===== src/include/ps2_mouse_consts.svh =====
`ifndef PS2_MOUSE_CONSTS_SVH
`define PS2_MOUSE_CONSTS_SVH

// Screen bounds after reset
`define PS2_X_MAX_RST     10'd639
`define PS2_Y_MAX_RST     10'd479

`define PS2_IDLE_TIMEOUT  2000     // clk cycles without a ps2_clk fall

// Register map
`define PS2_REG_CTRL      2'd0
`define PS2_REG_XMAX      2'd1
`define PS2_REG_YMAX      2'd2
`define PS2_REG_ERRCNT    2'd3

`define PS2_CTRL_EN_BIT   0
`define PS2_CTRL_HOME_BIT 1        // Write only

`endif


===== src/design/ps2_mouse_pkg.sv =====
`default_nettype none

package ps2_mouse_pkg;

        // ------------------------------
        // Vector types
        // ------------------------------
        typedef logic [7:0]         ps2_byte_t;
        typedef logic signed [8:0]  delta_t;    // Sign bit from byte 0
        typedef logic [9:0]         coord_t;
        typedef logic [2:0]         buttons_t;  // Left, right, middle
        typedef logic [1:0]         cfg_addr_t;
        typedef logic [15:0]        cfg_data_t;
        typedef logic [7:0]         err_cnt_t;

        // ------------------------------
        // State machines
        // ------------------------------
        typedef enum logic [1:0] {
                rx_idle,
                rx_data,
                rx_parity,
                rx_stop
        } rx_state_t;

        typedef enum logic [1:0] {
                pkt_b0,
                pkt_b1,
                pkt_b2
        } pkt_state_t;

endpackage

`default_nettype wire


===== src/design/mouse_cfg_regs.sv =====
`default_nettype none

`include "ps2_mouse_consts.svh"

module mouse_cfg_regs
        import ps2_mouse_pkg::*;
(
        input  logic      clk,
        input  logic      rstn,
        input  logic      cfg_wr,
        input  cfg_addr_t cfg_addr,
        input  cfg_data_t cfg_wdata,
        input  logic      frame_err,
        output cfg_data_t cfg_rdata,
        output logic      track_en,
        output logic      home,
        output coord_t    x_max,
        output coord_t    y_max
);

        err_cnt_t err_cnt;

        // ------------------------------
        // Writes
        // ------------------------------
        always_ff @(posedge clk or negedge rstn) begin
                if (!rstn) begin
                        track_en <= 1'b1;
                        home     <= 1'b0;
                        x_max    <= `PS2_X_MAX_RST;
                        y_max    <= `PS2_Y_MAX_RST;
                        err_cnt  <= '0;
                end else begin
                        home <= cfg_wr && cfg_addr == `PS2_REG_CTRL &&
                                cfg_wdata[`PS2_CTRL_HOME_BIT];
                        if (cfg_wr) begin
                                case (cfg_addr)
                                `PS2_REG_CTRL: track_en <= cfg_wdata[`PS2_CTRL_EN_BIT];
                                `PS2_REG_XMAX: x_max    <= cfg_wdata[9:0];
                                `PS2_REG_YMAX: y_max    <= cfg_wdata[9:0];
                                default:       ;        // Error count is read only
                                endcase
                        end
                        if (frame_err && err_cnt != 8'hff)
                                err_cnt <= err_cnt + 8'd1;  // Saturates
                end
        end

        always_comb begin
                case (cfg_addr)
                `PS2_REG_CTRL: cfg_rdata = cfg_data_t'(track_en);
                `PS2_REG_XMAX: cfg_rdata = cfg_data_t'(x_max);
                `PS2_REG_YMAX: cfg_rdata = cfg_data_t'(y_max);
                default:       cfg_rdata = cfg_data_t'(err_cnt);
                endcase
        end

endmodule

`default_nettype wire


===== src/design/mouse_cursor_track.sv =====
`default_nettype none

module mouse_cursor_track
        import ps2_mouse_pkg::*;
(
        input  logic     clk,
        input  logic     rstn,
        input  logic     pkt_valid,
        input  buttons_t pkt_buttons,
        input  delta_t   pkt_dx,
        input  delta_t   pkt_dy,
        input  logic     pkt_x_ovf,
        input  logic     pkt_y_ovf,
        input  logic     track_en,
        input  logic     home,
        input  coord_t   x_max,
        input  coord_t   y_max,
        output coord_t   cursor_x,
        output coord_t   cursor_y,
        output buttons_t buttons,
        output logic     cursor_upd
);

        // 12 bits signed holds -256 up to 1023 + 255
        function automatic coord_t clamp_axis(coord_t pos, delta_t d, coord_t max);
                logic signed [11:0] sum;
                logic signed [11:0] lim;
                sum = signed'({2'b00, pos}) + signed'({{3{d[8]}}, d});
                lim = signed'({2'b00, max});
                if (sum < 12'sd0)
                        return '0;
                else if (sum > lim)
                        return max;
                else
                        return sum[9:0];
        endfunction

        // ------------------------------
        // Position update
        // ------------------------------
        always_ff @(posedge clk or negedge rstn) begin
                if (!rstn) begin
                        cursor_x   <= '0;
                        cursor_y   <= '0;
                        buttons    <= '0;
                        cursor_upd <= 1'b0;
                end else begin
                        cursor_upd <= pkt_valid && track_en;
                        if (home) begin
                                cursor_x <= x_max >> 1;
                                cursor_y <= y_max >> 1;
                        end else if (pkt_valid && track_en) begin
                                if (!pkt_x_ovf)
                                        cursor_x <= clamp_axis(cursor_x, pkt_dx, x_max);
                                if (!pkt_y_ovf)
                                        cursor_y <= clamp_axis(cursor_y, pkt_dy, y_max);
                                buttons <= pkt_buttons;
                        end
                end
        end

endmodule

`default_nettype wire


===== src/design/mouse_packet_asm.sv =====
`default_nettype none

module mouse_packet_asm
        import ps2_mouse_pkg::*;
(
        input  logic      clk,
        input  logic      rstn,
        input  ps2_byte_t byte_data,
        input  logic      byte_valid,
        input  logic      frame_err,
        output logic      pkt_valid,
        output buttons_t  pkt_buttons,
        output delta_t    pkt_dx,
        output delta_t    pkt_dy,
        output logic      pkt_x_ovf,
        output logic      pkt_y_ovf
);

        pkt_state_t state;
        ps2_byte_t  b0_byte;
        ps2_byte_t  b1_byte;

        // ------------------------------
        // Byte counter
        // ------------------------------
        always_ff @(posedge clk or negedge rstn) begin
                if (!rstn) begin
                        state     <= pkt_b0;
                        pkt_valid <= 1'b0;
                end else begin
                        pkt_valid <= 1'b0;
                        if (frame_err) begin
                                state <= pkt_b0;        // Drop partial packet
                        end else if (byte_valid) begin
                                case (state)
                                pkt_b0: begin
                                        if (byte_data[3])
                                                state <= pkt_b1;
                                end
                                pkt_b1: state <= pkt_b2;
                                pkt_b2: begin
                                        state     <= pkt_b0;
                                        pkt_valid <= 1'b1;
                                end
                                default: state <= pkt_b0;
                                endcase
                        end
                end
        end

        // Packet fields hold until the next packet
        always_ff @(posedge clk) begin
                if (byte_valid && !frame_err) begin
                        if (state == pkt_b0)
                                b0_byte <= byte_data;
                        if (state == pkt_b1)
                                b1_byte <= byte_data;
                        if (state == pkt_b2) begin
                                pkt_buttons <= b0_byte[2:0];
                                pkt_dx      <= {b0_byte[4], b1_byte};
                                pkt_dy      <= {b0_byte[5], byte_data};
                                pkt_x_ovf   <= b0_byte[6];
                                pkt_y_ovf   <= b0_byte[7];
                        end
                end
        end

endmodule

`default_nettype wire


===== src/design/ps2_frame_rx.sv =====
`default_nettype none

`include "ps2_mouse_consts.svh"

module ps2_frame_rx
        import ps2_mouse_pkg::*;
(
        input  logic      clk,
        input  logic      rstn,
        input  logic      ps2_clk,
        input  logic      ps2_data,
        output ps2_byte_t byte_data,
        output logic      byte_valid,
        output logic      frame_err
);

        logic [2:0]  clk_sync;     // Two sync stages, then edge register
        logic [1:0]  data_sync;
        logic        clk_fall;
        logic        rx_bit;
        rx_state_t   state;
        logic [2:0]  bit_cnt;
        logic        parity;       // Ends at 1 for good odd parity
        ps2_byte_t   shift_reg;
        logic [10:0] timeout_cnt;

        // ------------------------------
        // Line synchronizers
        // ------------------------------
        always_ff @(posedge clk or negedge rstn) begin
                if (!rstn) begin
                        clk_sync  <= 3'b111;          // Idle lines are high
                        data_sync <= 2'b11;
                end else begin
                        clk_sync  <= {clk_sync[1:0], ps2_clk};
                        data_sync <= {data_sync[0], ps2_data};
                end
        end

        assign clk_fall = clk_sync[2] & ~clk_sync[1];
        assign rx_bit   = data_sync[1];

        // ------------------------------
        // Frame FSM
        // ------------------------------
        always_ff @(posedge clk or negedge rstn) begin
                if (!rstn) begin
                        state       <= rx_idle;
                        bit_cnt     <= 3'd0;
                        parity      <= 1'b0;
                        timeout_cnt <= 11'(`PS2_IDLE_TIMEOUT);
                        byte_valid  <= 1'b0;
                        frame_err   <= 1'b0;
                end else begin
                        byte_valid <= 1'b0;
                        frame_err  <= 1'b0;
                        if (clk_fall)
                                timeout_cnt <= 11'(`PS2_IDLE_TIMEOUT);
                        else if (state != rx_idle && timeout_cnt != 11'd0)
                                timeout_cnt <= timeout_cnt - 11'd1;

                        case (state)
                        rx_idle: begin
                                if (clk_fall && !rx_bit) begin  // Start bit
                                        state   <= rx_data;
                                        bit_cnt <= 3'd0;
                                        parity  <= 1'b0;
                                end
                        end
                        rx_data: begin
                                if (clk_fall) begin
                                        parity  <= parity ^ rx_bit;
                                        bit_cnt <= bit_cnt + 3'd1;
                                        if (bit_cnt == 3'd7)
                                                state <= rx_parity;
                                end
                        end
                        rx_parity: begin
                                if (clk_fall) begin
                                        parity <= parity ^ rx_bit;
                                        state  <= rx_stop;
                                end
                        end
                        rx_stop: begin
                                if (clk_fall) begin
                                        state <= rx_idle;
                                        if (rx_bit && parity)
                                                byte_valid <= 1'b1;
                                        else
                                                frame_err <= 1'b1;
                                end
                        end
                        default: state <= rx_idle;
                        endcase

                        // Stalled frame
                        if (state != rx_idle && !clk_fall && timeout_cnt == 11'd0) begin
                                state     <= rx_idle;
                                frame_err <= 1'b1;
                        end
                end
        end

        always_ff @(posedge clk) begin
                if (state == rx_data && clk_fall)
                        shift_reg <= {rx_bit, shift_reg[7:1]};  // LSB first
                if (state == rx_stop && clk_fall)
                        byte_data <= shift_reg;
        end

endmodule

`default_nettype wire


===== src/design/ps2_mouse_top.sv =====
`default_nettype none

module ps2_mouse_top
        import ps2_mouse_pkg::*;
(
        input  logic      clk,
        input  logic      rstn,
        input  logic      ps2_clk,
        input  logic      ps2_data,
        input  logic      cfg_wr,
        input  cfg_addr_t cfg_addr,
        input  cfg_data_t cfg_wdata,
        output cfg_data_t cfg_rdata,
        output coord_t    cursor_x,
        output coord_t    cursor_y,
        output buttons_t  buttons,
        output logic      cursor_upd
);

        ps2_byte_t byte_data;
        logic      byte_valid;
        logic      frame_err;
        logic      pkt_valid;
        buttons_t  pkt_buttons;
        delta_t    pkt_dx;
        delta_t    pkt_dy;
        logic      pkt_x_ovf;
        logic      pkt_y_ovf;
        logic      track_en;
        logic      home;
        coord_t    x_max;
        coord_t    y_max;

        // ------------------------------
        // Receive path
        // ------------------------------
        ps2_frame_rx frame_rx_i (
                .clk        (clk),
                .rstn       (rstn),
                .ps2_clk    (ps2_clk),
                .ps2_data   (ps2_data),
                .byte_data  (byte_data),
                .byte_valid (byte_valid),
                .frame_err  (frame_err)
        );

        mouse_packet_asm packet_asm_i (
                .clk         (clk),
                .rstn        (rstn),
                .byte_data   (byte_data),
                .byte_valid  (byte_valid),
                .frame_err   (frame_err),
                .pkt_valid   (pkt_valid),
                .pkt_buttons (pkt_buttons),
                .pkt_dx      (pkt_dx),
                .pkt_dy      (pkt_dy),
                .pkt_x_ovf   (pkt_x_ovf),
                .pkt_y_ovf   (pkt_y_ovf)
        );

        // ------------------------------
        // Config and tracking
        // ------------------------------
        mouse_cfg_regs cfg_regs_i (
                .clk       (clk),
                .rstn      (rstn),
                .cfg_wr    (cfg_wr),
                .cfg_addr  (cfg_addr),
                .cfg_wdata (cfg_wdata),
                .frame_err (frame_err),
                .cfg_rdata (cfg_rdata),
                .track_en  (track_en),
                .home      (home),
                .x_max     (x_max),
                .y_max     (y_max)
        );

        mouse_cursor_track cursor_track_i (
                .clk         (clk),
                .rstn        (rstn),
                .pkt_valid   (pkt_valid),
                .pkt_buttons (pkt_buttons),
                .pkt_dx      (pkt_dx),
                .pkt_dy      (pkt_dy),
                .pkt_x_ovf   (pkt_x_ovf),
                .pkt_y_ovf   (pkt_y_ovf),
                .track_en    (track_en),
                .home        (home),
                .x_max       (x_max),
                .y_max       (y_max),
                .cursor_x    (cursor_x),
                .cursor_y    (cursor_y),
                .buttons     (buttons),
                .cursor_upd  (cursor_upd)
        );

endmodule

`default_nettype wire


===== config.mk =====
export PLATFORM = sky130hd
export DESIGN_NAME = ps2_mouse_top
export DESIGN_NICKNAME = d
export VERILOG_FILES = /design/src/design/ps2_mouse_pkg.sv /design/src/design/mouse_cfg_regs.sv /design/src/design/mouse_cursor_track.sv /design/src/design/mouse_packet_asm.sv /design/src/design/ps2_frame_rx.sv /design/src/design/ps2_mouse_top.sv
export VERILOG_INCLUDE_DIRS = /design/src /design/src/include
export SDC_FILE = /design/constraint.sdc
export NUM_CORES = 1
export LEC_CHECK = 0
export BUFFER_PORTS_ARGS = -buffer_cell sky130_fd_sc_hd__buf_2
export CORE_MARGIN = 5
export CORE_UTILIZATION = 30
export CTS_BUF_LIST = sky130_fd_sc_hd__clkbuf_16
export DETAILED_ROUTE_END_ITERATION = 10
export SYNTH_ARGS = -nofsm -noshare
export SYNTH_HDL_FRONTEND = slang
export SYNTH_SLANG_ARGS = --single-unit
export TNS_END_PERCENT = 50

===== constraint.sdc =====
create_clock -name clk -period 7.1 [get_ports clk]
set_clock_uncertainty 0.1 [all_clocks]
set_input_delay 1.42 -clock clk [delete_from_list [all_inputs] [get_ports clk]]
set_output_delay 1.42 -clock clk [all_outputs]
set_load 0.005 [all_outputs]

Word-level counts from Yosys, hierarchy flattened --
Index checks and enable logic that the tools add are counted.
Storage, ports and cells: input port bits 23, output and inout bits 40, flip-flop bits (word level) 136
Operators by class: bitwise operators 4, reductions and logical operators 40, equality and inequality tests 20, $add $sub $neg 5, order comparisons 4, multiplexer cells 40
Operators by type and width (number):
- 10-bit 2-to-1 mux | 10
- 10-bit case mux with 3 select lines | 1
- 11-bit by 9-bit adder with 12-bit output | 2
- 12-bit by 11-bit greater-than comparator with 1-bit output | 2
- 12-bit by 1-bit < comparator with 1-bit output (second input constant) | 2
- 11-bit 2-to-1 mux | 2
- 2-bit AND reduction | 10
- 2-bit 2-to-1 mux | 9
- 3-bit by 1-bit inequality test with 1-bit output (second input constant) | 5
- 1-bit logical AND | 12
- 1-bit 2-to-1 mux | 12
- 2-bit nonzero test | 6
- 11-bit zero test | 1
- 11-bit nonzero test | 1
- 11-bit by 1-bit subtractor with 11-bit output (second input constant) | 1
- 2-bit by 1-bit inequality test with 1-bit output (second input constant) | 5
- 8-bit by 1-bit adder with 8-bit output (second input constant) | 1
- 2-bit equality test (second input constant) | 4
- 8-bit inequality test (second input constant) | 1
- 2-bit case mux with 4 select lines | 1
- 2-bit by 1-bit equality test with 1-bit output (second input constant) | 3
- 2-bit zero test | 3
- 3-bit 2-to-1 mux | 2
- 3-bit case mux with 2 select lines | 1
- other kinds (12) | 16

Depth between registers and ports, before layout --
word-level depth 7, depth in mapped cells 17, gate-level depth less buffers 16

By module --
From an unflattened synthesis, not the netlist that was laid out.
Second synthesis, totals: cells, all modules 615, area total of the unflattened synthesis 7272.0 sq um
By module, submodules not included:
- mouse_cursor_track | cells each 309, area each 2660.1 sq um, instances 1
- ps2_frame_rx | cells each 142, area each 1793.0 sq um, instances 1
- mouse_cfg_regs | cells each 113, area each 1508.9 sq um, instances 1
- mouse_packet_asm | cells each 51, area each 1310.0 sq um, instances 1

Worst setup path before layout --
No wires, ideal clock.
kind flip-flop to flip-flop, from reg cursor_track_i.cursor_y[1], to reg cursor_track_i.cursor_y[0], arrival time 3.604 ns, period minus slack after synthesis 3.830 ns, path slack 3.270 ns, stages on the path, launching flop included 16, path buffers 0, library setup time 0.126 ns, path through dfrtp_1 > ha_1 > a211oi_1 > o21bai_1 > a2111oi_2 > nor3_1 > a31oi_1 > xnor2_1 > ha_1 > nand4_1 > nor2_1 > o21a_1 > o31a_1 > o311ai_0 > o31ai_2 > a221o_1
On the way: cells in the longest elaborated chain, start to end 7, elaborated cells between the ends (all ways) 8
RTL lines:
- start: declaration | line mouse_cursor_track.sv:19 | output coord_t cursor_y,
- start signal: assignment | line mouse_cursor_track.sv:51 | cursor_y <= y_max >> 1;
- start signal: assignment | line mouse_cursor_track.sv:56 | cursor_y <= clamp_axis(cursor_y, pkt_dy, y_max);
- 11-bit by 9-bit adder with 12-bit output (*) | line mouse_cursor_track.sv:28 | sum = signed'({2'b00, pos}) + signed'({{3{d[8]}}, d});
- 12-bit by 11-bit greater-than comparator with 1-bit output | line mouse_cursor_track.sv:32 | else if (sum > lim)
- 10-bit 2-to-1 mux | line mouse_cursor_track.sv:32
- 10-bit 2-to-1 mux (*) | line mouse_cursor_track.sv:30 | if (sum < 12'sd0)
- 10-bit 2-to-1 mux (*) | line mouse_cursor_track.sv:55 | if (!pkt_y_ovf)
- 10-bit 2-to-1 mux (*) | line mouse_cursor_track.sv:52 | end else if (pkt_valid && track_en) begin
- 10-bit 2-to-1 mux (*) | line mouse_cursor_track.sv:49 | if (home) begin
Every way passes the cells marked *; elsewhere a longest branch is shown, timed or not. The select of a mux whose other input is x is not followed. A chain may end at the register's enable or synchronous reset.

Worst setup path in the final report --
from reg cursor_track_i.cursor_x[0], to reg cursor_track_i.cursor_x[3]
On the way: cells in the longest elaborated chain, start to end 7, elaborated cells between the ends (all ways) 8
RTL lines:
- start: declaration | line mouse_cursor_track.sv:18 | output coord_t cursor_x,
- start signal: assignment | line mouse_cursor_track.sv:50 | cursor_x <= x_max >> 1;
- start signal: assignment | line mouse_cursor_track.sv:54 | cursor_x <= clamp_axis(cursor_x, pkt_dx, x_max);
- 11-bit by 9-bit adder with 12-bit output (*) | line mouse_cursor_track.sv:28
- 12-bit by 11-bit greater-than comparator with 1-bit output | line mouse_cursor_track.sv:32
- 10-bit 2-to-1 mux | line mouse_cursor_track.sv:32
- 10-bit 2-to-1 mux (*) | line mouse_cursor_track.sv:30
- 10-bit 2-to-1 mux (*) | line mouse_cursor_track.sv:53 | if (!pkt_x_ovf)
- 10-bit 2-to-1 mux (*) | line mouse_cursor_track.sv:52
- 10-bit 2-to-1 mux (*) | line mouse_cursor_track.sv:49
Marks and branches as above.

==> impl_metrics.csv <==
group,metric,value,unit
drt,vias,4845,
grt,grt_overflow,0,
setup_path,cp_num_buf_inv,1,
setup_path,crit_start,"cursor_track_i.cursor_x[0]",
placed_design,port_buffers,50,
sta,holdWs,0.257,ns
final_layout,seq_area,3680,sq um
setup_path,startpoint_type,"flop",
drt,ant_nets,0,
hold_path,holdCritStartpoint,"frame_rx_i.data_sync[0]",
flow_run,maxCapViolCount,0,
pwr,cellLeakagePower,3.51,nW
final_layout,largest-register,"frame_rx_i.timeout_cnt",
placed_design,placed_cell_area,7660,sq um
pwr,vdd_drop_max,0.160,mV
grt,grt_pass1_vias,4740,
final_layout,largest_reg_flops,11,
floorplan,ioPinCount,63,
drt,routed_via_density,4.89,
sta,fmax,211,MHz
clock_tree,post-cts-setup-buffer-count,0,
sta,hold_violations,0,
drt,wl_per_cell,15.8,microns
pwr,p_per_area,324,nW/um^2
setup_path,r2r-start,"cursor_track_i.cursor_x[0]",
sta,finalCritPeriodShare,0.668,
logic_synthesis,syn_area,7070,sq um
placed_design,gp_congestion,0.831,
drt,wirelength,15600,microns
setup_path,critPathMaxFanout,13,
clock_tree,numClockSinks,135,
clock_tree,cts_tree,"built",
grt,antenna_found_initial,0,
final_layout,multiInputGateArea,3130,sq um
floorplan,die_h,163,microns
setup_path,slowest_delay,1.08,ns
setup_path,reg2reg_depth,15,
logic_synthesis,ys_ff_latch,135,
logic_synthesis,synth_area_leaders,"edfxtp_1, dfrtp_1, dfstp_2",
logic_synthesis,synthCells,604,
final_layout,final_cell_area,8270,sq um
setup_path,cp.arrival,4.92,ns
final_layout,layout_commonest_cell,"edfxtp_1",
run_status,run_status,"finished, final reports clean",
setup_path,crit_end,"cursor_track_i.cursor_x[3]",
floorplan,initial_utilization,0.303,
logic_synthesis,synthFlopType,"edfxtp_1",
grt,grt_pass1_wl,25500,microns
logic_synthesis,synth_top_area_frac,0.229,
final_layout,fillers,2340,
floorplan,core,23300,sq um
placed_design,placed_cells,959,
setup_path,crit_cells,15,
setup_path,r2r_slack,2.35,ns
sta,fin_crit,4.75,ns
clock_tree,ctsResizeCount,0,
clock_tree,htreeDepth,4,
final_layout,final_layout_size_suffix_gt1_frac,0.220,
sta,drv_slew,0,
sta,tightest_slew,1.35,ns
setup_path,critical_path_class,"flop to flop",
hold_path,hold_class,"flop to flop",
logic_synthesis,synth.distinct_cells,63,
placed_design,dpl.hpwl,11600,microns
setup_path,regToRegEndpoint,"cursor_track_i.cursor_x[3]",
floorplan,die_area,26700,sq um
setup_path,cp.required,7.27,ns
logic_synthesis,synth_enable_flop_cells,54,
sta,setup-violations-final,0,
floorplan,rows,56,
drt,drtIter0Drc,272,
setup_path,endpoint_kind,"flop",
clock_tree,cts_buffer_depth,2,
logic_synthesis,synth_area_leader_cell,"edfxtp_1",
sta,rsz0062_at_grt,"false",
setup_path,cp_slowest_cell,"nor3b_1",
logic_synthesis,avgSynthCellArea,11.7,sq um
sta,max_slew_margin,0.0950,
sta,setup_tns,0,ns
grt,grt_usage,0.121,
clock_tree,path_clk_slew,0.06,ns
final_layout,layout_common_cells,"edfxtp_1, dfrtp_1, ha_1",
clock_tree,cts_made_buffers,17,
setup_path,crit_family,"simple AND/OR/NAND/NOR gates",
final_layout,fin_cells,991,
clock_tree,root_buffer,"clkbuf_16",
logic_synthesis,postSynth.asyncResetShare,0.600,
clock_tree,postCtsHoldBufs,0,
setup_path,cp_cell_sequence,"ha_1 > inv_1 > fa_1 > nor2b_1 > o21bai_1 > a21oi_1 > a21oi_1 > xnor2_1 > ha_1 > nand3_1 > a211oi_1 > o221a_2 > nor3b_1 > or3_1 > o211ai_1",
final_layout,final_nets,735,
drt,drc_errors,0,
clock_tree,clk_latency,0.42,ns
floorplan,die_w,163,microns
pwr,finalPower,2.68,mW
logic_synthesis,ys_warn_count,0,
final_layout,n_antenna_cell,0,
final_layout,area_delta_synth_final,17.0,%
grt,grt_max_degree,82,
drt,drtPass1Iterations,4,
logic_synthesis,yosysSeqAreaShare,0.521,
[synthesized netlist by cell type (all sizes together) (5+ instances only)]
master and instances:
mux2 27, a211oi 5, dfrtp 53, edfxtp 54, o311ai 10, dfstp 28, o31ai 5, inv 48
nor2 33, ha 51, a22o 21, buf 9, xnor2 23, nand2 46, nor3 10, a22oi 9
nor4 5, o21ai 22, nand3 8, clkbuf 13, o21a 5, xor2 9, and3 5, o211ai 10
a221o 10, a21oi 19, nor2b 7
[worst reg2reg max path, stage by stage, from the launching register on]
cell and delay (ns):
dfrtp_1 0.42, ha_1 0.23, inv_1 0.07, fa_1 0.41, nor2b_1 0.18, o21bai_1 0.13
a21oi_1 0.21, a21oi_1 0.11, xnor2_1 0.16, ha_1 0.31, nand3_1 0.12, a211oi_1 0.20
o221a_2 0.26, nor3b_1 1.08, or3_1 0.45, o211ai_1 0.17
[stage by stage]
step,setup WS [ns],util
final,2.35,0.354
after global placement,2.55,0.329
after CTS,2.43,0.354
after detailed placement,2.47,0.329
after global routing,2.11,0.354
after floorplan,3.27,-
[cell families (layout without fill, tap and decap cells)]
kind of cell / after synthesis / in the layout / share of synthesized area
AO/OA/AOI/OAI: 141 / 141 / 0.152
XOR/XNOR: 32 / 32 / 0.0397
adder cells (fa/ha/maj): 53 / 53 / 0.0960
buffers and inverters: 70 / 133 / 0.0411
flip-flops: 135 / 135 / 0.521
multiplexers: 29 / 29 / 0.0476
other: 1 / 6 / 0.000531
AND/OR/NAND/NOR: 143 / 143 / 0.102
[final cells by class]
cell class	count	share of cell area
Sequential cell	135	0.445
Inverter	48	0.0218
Clock buffer	18	0.0545
Multi-Input combinational cell	404	0.378
Timing Repair Buffer	53	0.0333
Clock inverter	14	0.0188
Tap cell	319	0.0483
[power by group]
group | leakage, nW | internal [mW] | switching (mW)
combinational | 1.73 | 0.323 | 0.395
clock | 0.305 | 0.569 | 0.336
sequential | 1.47 | 0.936 | 0.116
[how the worst min path moves through the flow]
| stage | endpoint | cells past startpoint | slack, ns |
|---|---|---|---|
| 2_1_floorplan | frame_rx_i.clk_sync[1] | 0 | 0.25 |
| 3_3_place_gp | frame_rx_i.clk_sync[1] | 0 | 0.25 |
| 3_5_place_dp | frame_rx_i.clk_sync[1] | 0 | 0.25 |
| 4_1_cts | frame_rx_i.clk_sync[1] | 0 | 0.26 |
| 5_1_grt | frame_rx_i.clk_sync[1] | 0 | 0.26 |
| 6_report | frame_rx_i.data_sync[1] | 0 | 0.26 |
[per-layer routing]
layer / vias to the layer above / GRT usage / wire, microns
met5: - / 0 / 0
met4: 0 / 0.0358 / 236
met3: 19 / 0.0267 / 785
met2: 105 / 0.196 / 7380
met1: 2369 / 0.163 / 7220
li1: 2352 / - / -
(Power assumes the default switching activity.)
